<file path="src/design/exu_defines.svh">
`ifndef EXU_DEFINES_SVH
`define EXU_DEFINES_SVH

// data path and address width
`define REG_WIDTH 64

// raw instruction word
`define INST_WIDTH 32

// operand width of the RV64 word ops (addw, sllw, ...)
`define WORD_WIDTH 32

`endif

</file>
<file path="src/design/exu_pkg.sv">
`include "exu_defines.svh"

package exu_pkg;

    typedef enum logic [4:0] {
        ALU_ADD    = 5'd0,
        ALU_SUB    = 5'd1,
        ALU_SLL    = 5'd2,
        ALU_SLT    = 5'd3,
        ALU_SLTU   = 5'd4,
        ALU_XOR    = 5'd5,
        ALU_SRL    = 5'd6,
        ALU_SRA    = 5'd7,
        ALU_OR     = 5'd8,
        ALU_AND    = 5'd9,
        // passes operand b through, used by lui
        ALU_COPY_B = 5'd10
    } alu_op_e;

    typedef enum logic {
        A_RS1 = 1'b0,
        A_PC  = 1'b1
    } alu_a_src_e;

    typedef enum logic [1:0] {
        B_RS2  = 2'd0,
        B_IMM  = 2'd1,
        B_FOUR = 2'd2
    } alu_b_src_e;

    typedef enum logic [3:0] {
        BR_NONE = 4'd0,
        BR_JAL  = 4'd1,
        BR_JALR = 4'd2,
        BR_BEQ  = 4'd3,
        BR_BNE  = 4'd4,
        BR_BLT  = 4'd5,
        BR_BGE  = 4'd6,
        BR_BLTU = 4'd7,
        BR_BGEU = 4'd8
    } branch_e;

    // decoded instruction handed from decode to execute
    typedef struct packed {
        alu_a_src_e               alu_a_src;
        alu_b_src_e               alu_b_src;
        alu_op_e                  alu_op;
        logic                     word_op;
        logic                     sext_result;
        branch_e                  branch;
        logic [2:0]               mem_op;
        logic                     mem_wr;
        logic                     reg_wr;
        logic [1:0]               reg_src;
        logic                     is_ecall;
        logic                     is_mret;
        logic                     is_csr;
        logic [`REG_WIDTH-1:0]    rs1;
        logic [`REG_WIDTH-1:0]    rs2;
        logic [`REG_WIDTH-1:0]    imm;
        logic [`INST_WIDTH-1:0]   inst;
        logic [`REG_WIDTH-1:0]    pc;
    } id_exu_bundle_t;

    // execute result handed on to the memory stage
    typedef struct packed {
        logic [`REG_WIDTH-1:0]    alu_result;
        logic [`REG_WIDTH-1:0]    store_data;
        logic                     redirect;
        logic [`REG_WIDTH-1:0]    redirect_pc;
        logic [2:0]               mem_op;
        logic                     mem_wr;
        logic                     reg_wr;
        logic [1:0]               reg_src;
        logic                     is_ecall;
        logic                     is_mret;
        logic                     is_csr;
        logic [`INST_WIDTH-1:0]   inst;
        logic [`REG_WIDTH-1:0]    pc;
    } exu_mem_bundle_t;

endpackage

</file>
<file path="src/design/id_exu_regs.sv">
`timescale 1ns/1ps
`include "exu_defines.svh"

module id_exu_regs
    import exu_pkg::*;
(
    input  logic           clk,
    input  logic           i_arst_n,

    // from decode
    input  logic           i_valid,
    input  id_exu_bundle_t i_bundle,
    output logic           o_allow_in,

    // toward execute logic and the exit register
    input  logic           i_ready,
    output logic           o_valid,
    output id_exu_bundle_t o_bundle,

    // external squash of the entry slot
    input  logic           i_pipeline_flush
);

    logic           valid_q;
    logic           load;
    id_exu_bundle_t bundle_q;

    // free when empty or when the held instruction leaves this cycle
    assign o_allow_in = !valid_q || i_ready;

    // nothing is written while a flush is pending
    assign load = i_valid && o_allow_in && !i_pipeline_flush;

    always_ff @(posedge clk or negedge i_arst_n) begin
        if (!i_arst_n) begin
            valid_q <= 1'b0;
        end else if (i_pipeline_flush) begin
            valid_q <= 1'b0;
        end else if (o_allow_in) begin
            valid_q <= i_valid;
        end
    end

    // payload only
    always_ff @(posedge clk) begin
        if (load) begin
            bundle_q <= i_bundle;
        end
    end

    assign o_valid  = valid_q;
    assign o_bundle = bundle_q;

    // a stalled instruction must not change or vanish unless squashed
    a_hold_while_stalled: assert property (
        @(posedge clk) disable iff (!i_arst_n)
        (o_valid && !i_ready && !i_pipeline_flush) |=> (o_valid && $stable(o_bundle))
    ) else $error("id_exu_regs: stalled entry changed without flush");

endmodule

</file>
<file path="src/design/exu_alu.sv">
`timescale 1ns/1ps
`include "exu_defines.svh"

module exu_alu
    import exu_pkg::*;
(
    input  id_exu_bundle_t        i_bundle,
    output logic [`REG_WIDTH-1:0] o_result
);

    localparam int SHAMT_W = $clog2(`REG_WIDTH);
    localparam int WORD_W  = `WORD_WIDTH;
    localparam int EXT_W   = `REG_WIDTH - `WORD_WIDTH;

    logic [`REG_WIDTH-1:0] op_a;
    logic [`REG_WIDTH-1:0] op_b;
    // operands after word-mode narrowing
    logic [`REG_WIDTH-1:0] a_sext;
    logic [`REG_WIDTH-1:0] a_zext;
    logic [`REG_WIDTH-1:0] b_sext;
    logic [SHAMT_W-1:0]    shamt;
    logic [`REG_WIDTH-1:0] raw;

    // operand a
    always_comb begin
        case (i_bundle.alu_a_src)
            A_PC:    op_a = i_bundle.pc;
            default: op_a = i_bundle.rs1;
        endcase
    end

    // operand b
    always_comb begin
        case (i_bundle.alu_b_src)
            B_IMM:   op_b = i_bundle.imm;
            B_FOUR:  op_b = `REG_WIDTH'(4);
            default: op_b = i_bundle.rs2;
        endcase
    end

    // word ops only look at the low half, shift amount drops to 5 bits
    always_comb begin
        if (i_bundle.word_op) begin
            a_sext = {{EXT_W{op_a[WORD_W-1]}}, op_a[WORD_W-1:0]};
            a_zext = {{EXT_W{1'b0}}, op_a[WORD_W-1:0]};
            b_sext = {{EXT_W{op_b[WORD_W-1]}}, op_b[WORD_W-1:0]};
            shamt  = {1'b0, op_b[SHAMT_W-2:0]};
        end else begin
            a_sext = op_a;
            a_zext = op_a;
            b_sext = op_b;
            shamt  = op_b[SHAMT_W-1:0];
        end
    end

    always_comb begin
        case (i_bundle.alu_op)
            ALU_ADD:    raw = a_sext + b_sext;
            ALU_SUB:    raw = a_sext - b_sext;
            ALU_SLL:    raw = op_a << shamt;
            ALU_SLT:    raw = `REG_WIDTH'($signed(a_sext) < $signed(b_sext));
            ALU_SLTU:   raw = `REG_WIDTH'(a_sext < b_sext);
            ALU_XOR:    raw = a_sext ^ b_sext;
            // srl must shift in zeros above a word operand
            ALU_SRL:    raw = a_zext >> shamt;
            ALU_SRA:    raw = $signed(a_sext) >>> shamt;
            ALU_OR:     raw = a_sext | b_sext;
            ALU_AND:    raw = a_sext & b_sext;
            ALU_COPY_B: raw = op_b;
            default:    raw = '0;
        endcase
    end

    // addw/subw/... results are sign-extended from bit 31
    always_comb begin
        if (i_bundle.sext_result) begin
            o_result = {{EXT_W{raw[WORD_W-1]}}, raw[WORD_W-1:0]};
        end else begin
            o_result = raw;
        end
    end

endmodule

</file>
<file path="src/design/exu_branch.sv">
`timescale 1ns/1ps
`include "exu_defines.svh"

module exu_branch
    import exu_pkg::*;
(
    input  id_exu_bundle_t        i_bundle,
    output logic                  o_redirect,
    output logic [`REG_WIDTH-1:0] o_redirect_pc
);

    logic                  is_eq;
    logic                  is_lt;
    logic                  is_ltu;
    logic [`REG_WIDTH-1:0] pc_target;
    logic [`REG_WIDTH-1:0] reg_target;

    // compare rs1 against rs2
    assign is_eq  = (i_bundle.rs1 == i_bundle.rs2);
    assign is_lt  = ($signed(i_bundle.rs1) < $signed(i_bundle.rs2));
    assign is_ltu = (i_bundle.rs1 < i_bundle.rs2);

    // take or not
    always_comb begin
        case (i_bundle.branch)
            BR_JAL,
            BR_JALR: o_redirect = 1'b1;
            BR_BEQ:  o_redirect = is_eq;
            BR_BNE:  o_redirect = !is_eq;
            BR_BLT:  o_redirect = is_lt;
            BR_BGE:  o_redirect = !is_lt;
            BR_BLTU: o_redirect = is_ltu;
            BR_BGEU: o_redirect = !is_ltu;
            default: o_redirect = 1'b0;
        endcase
    end

    assign pc_target = i_bundle.pc + i_bundle.imm;

    // jalr clears bit 0 of the sum
    assign reg_target = (i_bundle.rs1 + i_bundle.imm) & ~`REG_WIDTH'(1);

    always_comb begin
        if (i_bundle.branch == BR_JALR) begin
            o_redirect_pc = reg_target;
        end else begin
            o_redirect_pc = pc_target;
        end
    end

endmodule

</file>
<file path="src/design/exu_mem_regs.sv">
`timescale 1ns/1ps

module exu_mem_regs
    import exu_pkg::*;
(
    input  logic            clk,
    input  logic            i_arst_n,

    // from execute logic
    input  logic            i_valid,
    input  exu_mem_bundle_t i_bundle,
    output logic            o_allow_in,

    // toward the memory stage
    input  logic            i_ready,
    output logic            o_valid,
    output exu_mem_bundle_t o_bundle
);

    logic            valid_q;
    logic            load;
    exu_mem_bundle_t bundle_q;

    assign o_allow_in = !valid_q || i_ready;
    assign load       = i_valid && o_allow_in;

    always_ff @(posedge clk or negedge i_arst_n) begin
        if (!i_arst_n) begin
            valid_q <= 1'b0;
        end else if (o_allow_in) begin
            valid_q <= i_valid;
        end
    end

    // result payload, written on accept only
    always_ff @(posedge clk) begin
        if (load) begin
            bundle_q <= i_bundle;
        end
    end

    assign o_valid  = valid_q;
    assign o_bundle = bundle_q;

    // a result offered to memory is not withdrawn before it is taken
    a_valid_held: assert property (
        @(posedge clk) disable iff (!i_arst_n)
        (o_valid && !i_ready) |=> o_valid
    ) else $error("exu_mem_regs: o_valid dropped without a transfer");

    // and its contents stay put while it waits
    a_payload_held: assert property (
        @(posedge clk) disable iff (!i_arst_n)
        (o_valid && !i_ready) |=> $stable(o_bundle)
    ) else $error("exu_mem_regs: result changed while stalled");

endmodule

</file>
<file path="src/design/exu_stage.sv">
`timescale 1ns/1ps
`include "exu_defines.svh"

module exu_stage
    import exu_pkg::*;
(
    input  logic            clk,
    input  logic            i_arst_n,

    input  logic            i_id_valid,
    input  id_exu_bundle_t  i_id_bundle,
    output logic            o_exu_allow_in,

    input  logic            i_mem_ready,
    output logic            o_mem_valid,
    output exu_mem_bundle_t o_mem_bundle,

    input  logic            i_pipeline_flush
);

    logic                  exu_valid;
    id_exu_bundle_t        exu_bundle;
    logic                  mem_allow_in;
    logic [`REG_WIDTH-1:0] alu_result;
    logic                  redirect;
    logic [`REG_WIDTH-1:0] redirect_pc;
    exu_mem_bundle_t       result;

    id_exu_regs id_exu_regs_inst (
        .clk              (clk),
        .i_arst_n         (i_arst_n),
        .i_valid          (i_id_valid),
        .i_bundle         (i_id_bundle),
        .o_allow_in       (o_exu_allow_in),
        .i_ready          (mem_allow_in),
        .o_valid          (exu_valid),
        .o_bundle         (exu_bundle),
        .i_pipeline_flush (i_pipeline_flush)
    );

    exu_alu exu_alu_inst (
        .i_bundle (exu_bundle),
        .o_result (alu_result)
    );

    exu_branch exu_branch_inst (
        .i_bundle      (exu_bundle),
        .o_redirect    (redirect),
        .o_redirect_pc (redirect_pc)
    );

    // control fields ride along into the result untouched
    always_comb begin
        result.alu_result  = alu_result;
        result.store_data  = exu_bundle.rs2;
        result.redirect    = redirect;
        result.redirect_pc = redirect_pc;
        result.mem_op      = exu_bundle.mem_op;
        result.mem_wr      = exu_bundle.mem_wr;
        result.reg_wr      = exu_bundle.reg_wr;
        result.reg_src     = exu_bundle.reg_src;
        result.is_ecall    = exu_bundle.is_ecall;
        result.is_mret     = exu_bundle.is_mret;
        result.is_csr      = exu_bundle.is_csr;
        result.inst        = exu_bundle.inst;
        result.pc          = exu_bundle.pc;
    end

    // a flushed instruction in execute must not move on into the exit register
    exu_mem_regs exu_mem_regs_inst (
        .clk        (clk),
        .i_arst_n   (i_arst_n),
        .i_valid    (exu_valid && !i_pipeline_flush),
        .i_bundle   (result),
        .o_allow_in (mem_allow_in),
        .i_ready    (i_mem_ready),
        .o_valid    (o_mem_valid),
        .o_bundle   (o_mem_bundle)
    );

endmodule

</file>
<file path="config.mk">
export PLATFORM = sky130hd
export DESIGN_NAME = exu_stage
export DESIGN_NICKNAME = d
export VERILOG_FILES = /design/src/design/exu_pkg.sv /design/src/design/id_exu_regs.sv /design/src/design/exu_alu.sv /design/src/design/exu_branch.sv /design/src/design/exu_mem_regs.sv /design/src/design/exu_stage.sv
export VERILOG_INCLUDE_DIRS = /design/src /design/src/design
export SDC_FILE = /design/constraint.sdc
export NUM_CORES = 2
export LEC_CHECK = 0
export BUFFER_PORTS_ARGS = -buffer_cell sky130_fd_sc_hd__buf_2
export CORE_MARGIN = 5
export CORE_UTILIZATION = 50
export DETAILED_ROUTE_END_ITERATION = 7
export PLACE_DENSITY = 0.69
export SETUP_SLACK_MARGIN = 0.5
export SYNTH_ARGS = -nofsm -noshare
export SYNTH_HDL_FRONTEND = slang
export SYNTH_SLANG_ARGS = --single-unit
</file>
<file path="constraint.sdc">
create_clock -name clk -period 13.5 [get_ports clk]
set_input_delay 2.025 -clock clk [delete_from_list [all_inputs] [get_ports clk]]
set_output_delay 2.025 -clock clk [all_outputs]
set_load 0.01 [all_outputs]
</file>
==> flow_metrics.py <==
metrics = {
    "clocking": {
        "cts_sinks": 613,
        "ctsResizeCount": 0,
        "cts_buffers": 68,
        "cts_tree": "done",
        "htree_levels": 3,
        "postCtsSetupBuffers": 0,
        "clk_latency_ps": 690,
        "clockBufferDepth": 3,
        "hold_buffers": 0,
        "cts.clk_slew.worst_paths_ps": 60,
        "root_buffer": "clkbuf_16",
    },
    "sta": {
        "drv_slew": 0,
        "tightest_slew_ps": 1490,
        "fin_setup_tns_ps": 0,
        "setup_viol": 0,
        "hold_violations": 0,
        "rsz0062_at_grt": "no",
        "fin_crit_ps": 8210,
        "slew_headroom_pct": 0.920,
        "layout_setup_ws_ps": 5290,
        "fmax_mhz": 122,
        "clock_skew_ps": 44.9,
        "fin_crit_sh_pct": 60.8,
    },
    "logic_synthesis": {
        "ys_warn_count": 0,
        "netlist_area_um2": 52100,
        "synth_nets": 6429,
        "yosysMostFrequentCell": "edfxtp_1",
        "synth.ff_latch_count": 613,
        "yosys_most_used_dff": "edfxtp_1",
        "synth_cell_types": 103,
        "synthTopCellsByArea": "edfxtp_1, ha_1, mux2i_1, a21oi_1, o21ai_0",
        "synth_common_cells": "edfxtp_1, a21oi_1, nor2_1, o21ai_0, nand2_1",
        "synth_edf_count": 611,
        "yosysTopAreaCellShare_pct": 35.2,
        "synth-seq-area-share_pct": 35.3,
        "synth_cells": 5695,
        "avgSynthCellArea_um2": 9.15,
        "synth_top_cell_by_area": "edfxtp_1",
        "synthArstFlopShare_pct": 0.326,
    },
    "power_and_ir_drop": {
        "ir_drop_uv": 155,
        "power_density_nw_per_um2": 110,
        "p_total_uw": 6440,
        "leakage_uw": 0.0240,
    },
    "setup_path": {
        "worstSetupPathType": "flip-flop to flip-flop",
        "cpMostUsedCell": "buf_4",
        "critPathRequiredTime_ps": 13940,
        "path_cells": "ha_2 -> buf_4 -> nor2b_4 -> buf_4 -> a22oi_1 -> nand2_2 -> o21a_1 -> ha_1 -> clkinv_1 -> nand2_1 -> nor3_1 -> nand3_1 -> or4_1 -> a211oi_1 -> o2111ai_1 -> and2_1 -> nor3b_1 -> mux2_2 -> o31a_1",
        "r2r-start": "id_exu_regs_inst.o_bundle[310]",
        "path_max_fanout": 63,
        "crit_slowest_cell": "a211oi_1",
        "r2r_slack_ps": 5290,
        "cp-end-kind": "flip-flop",
        "critPathBufInv": 3,
        "timing.rr.end": "exu_mem_regs_inst.o_bundle[297]",
        "crit_path_max_incr_delay_ps": 790,
        "reg2reg_depth": 19,
        "cpLargestDelayFamily": "compound AO/OA/AOI/OAI gates",
        "worst_ep_arrival_time_ps": 8640,
        "start_kind": "flip-flop",
    },
    "min_path": {
        "hp-start": "id_exu_regs_inst.o_bundle[87]",
        "hold_depth": 0,
        "hold_end": "exu_mem_regs_inst.o_bundle[87]",
        "min_path_type": "flip-flop to flip-flop",
    },
    "global_route": {
        "grt_pass1_wl_mm": 367,
        "grt_max_degree": 154,
        "grt_pass1_vias": 49368,
        "grt_usage_pct": 45.3,
        "antenna_found_initial": 29,
        "grt_overflow_total": 0,
    },
    "placed_design": {
        "hpwl_mm": 204,
        "dp.cells": 7430,
        "gp_congestion": 1.18,
        "place_ws_ps": 5630,
        "port_buffers": 617,
    },
    "floorplanning": {
        "die_h_um": 333,
        "fp-row-count": 118,
        "fp.coreArea_um2": 103000,
        "dieArea_um2": 111000,
        "start_util_pct": 50.3,
        "io_pins": 618,
        "dieWidth_um": 333,
    },
    "drt": {
        "via_count": 53303,
        "drcViolationCount": 10,
        "drtPass1Iterations": 8,
        "viasPerCell": 7.04,
        "wl_mm": 264,
        "drtIter0Drc": 9730,
        "ant_nets": 0,
        "wl_per_cell_um": 34.8,
    },
    "run": {
        "maxCapViolCount": 1,
    },
    "outcome": {
        "status": "finished, violations left",
        "violations": "design-rule violations, max-capacitance violations",
    },
    "layout": {
        "stdcell_count": 7570,
        "area_delta_synth_final_pct": 12.6,
        "nets": 6855,
        "layout-drive-gt1-share_pct": 16.8,
    },
}
routing by layer:
| metal | global-route usage (%) | share of wire [%] | wire length [um] |
|---|---|---|---|
| met2 | 63.9 | 40 | 106000 |
| met1 | 58.5 | 37 | 97500 |
| met5 | 0 | 0.032 | 84 |
| met3 | 19.8 | 16 | 41100 |
| met4 | 24.6 | 7.1 | 18700 |
final cells by class:
cell class / instances / area (um^2)
inverters: 290 / 1100
clock buffers: 82 / 1750
repair buffers: 715 / 3890
clock inverters: 39 / 566
multi-input cells: 4433 / 31200
fillers: 9344 / 44900
well taps: 1380 / 1730
diodes: 18 / 45.0
flip-flops and latches: 613 / 18400
state kept, by name (all words and copies together), names as in the netlist:
name,flops
exu_mem_regs_inst.o_bundle,299
exu_mem_regs_inst.o_valid,1
id_exu_regs_inst.o_bundle,312
id_exu_regs_inst.o_valid,1
kinds of logic (layout without fill, tap and decap cells):
kind of cell	count (synthesis)	count (layout)	share of synthesized area (%)
flip-flops	613	613	35.3
adder cells (fa/ha/maj)	417	417	10.1
AND/OR/NAND/NOR	1439	1439	12.8
multiplexers	401	401	8.75
XOR/XNOR	138	138	2.32
AO/OA/AOI/OAI	2038	2038	25.7
buffers and inverters	649	1126	5.10
other	0	18	0
per-stage QoR:
stage | util (%) | hold WS, ps | area, um^2
final | 56.7 | 409 | 58600
after global routing | 56.6 | 420 | 58600
after CTS | 56.6 | 413 | 58600
after detailed placement | 54.4 | 405 | 56300
after global placement | 54.4 | 401 | 56300
after floorplan | - | 400 | 52100
how the worst max path moves through the flow:
stage,from,endpoint,slack [ps],cells past startpoint
finish,id_exu_regs_inst.o_bundle[310],exu_mem_regs_inst.o_bundle[297],5290,19
CTS,id_exu_regs_inst.o_bundle[310],exu_mem_regs_inst.o_bundle[297],5610,19
global route,id_exu_regs_inst.o_bundle[310],exu_mem_regs_inst.o_bundle[297],5060,19
global placement,id_exu_regs_inst.o_bundle[310],exu_mem_regs_inst.o_bundle[297],5860,19
detailed placement,id_exu_regs_inst.o_bundle[310],exu_mem_regs_inst.o_bundle[297],5630,19
floorplan,i_pipeline_flush,exu_mem_regs_inst.o_bundle[0],3050,2
power breakdown:
| part | switching, uW | internal, uW | total, uW |
|---|---|---|---|
| sequential | 73.0 | 2200 | 2270 |
| combinational | 1550 | 665 | 2220 |
| clock | 851 | 1100 | 1950 |
| total | 2480 | 3960 | 6440 |
layout by cell type (no fill, tap or decap), drive strengths merged, types with 25 or more instances in the layout:
| cell type | count |
|---|---|
| ha | 413 |
| nor4 | 41 |
| o21a | 76 |
| o21ai | 440 |
| a21o | 139 |
| a31oi | 38 |
| a21oi | 561 |
| or3 | 37 |
| and3 | 34 |
| edfxtp | 611 |
| a22oi | 48 |
| o221ai | 42 |
| o211ai | 98 |
| o31ai | 41 |
| xnor2 | 89 |
| inv | 281 |
| nand2 | 417 |
| a211oi | 63 |
| a211o | 27 |
| nand2b | 49 |
| nor2b | 37 |
| o21bai | 71 |
| nand4 | 55 |
| nor3 | 88 |
| mux4 | 32 |
| a221o | 30 |
| or2 | 26 |
| buf | 715 |
| clkinv | 34 |
| xor2 | 49 |
| a22o | 55 |
| clkbuf | 82 |
| nand3 | 104 |
| mux2 | 83 |
| mux2i | 286 |
| a221oi | 72 |
| nor2 | 475 |
| o22ai | 59 |
| a21boi | 25 |
worst reg2reg max path, stage by stage, from the launching register on:
cell and delay, ps:
edfxtp_1 400, ha_2 490, buf_4 700, nor2b_4 120
buf_4 380, a22oi_1 610, nand2_2 670, o21a_1 390
ha_1 460, clkinv_1 250, nand2_1 170, nor3_1 300
nand3_1 110, or4_1 420, a211oi_1 790, o2111ai_1 510
and2_1 340, nor3b_1 250, mux2_2 360, o31a_1 290
Power figures use the tool's default switching activity.
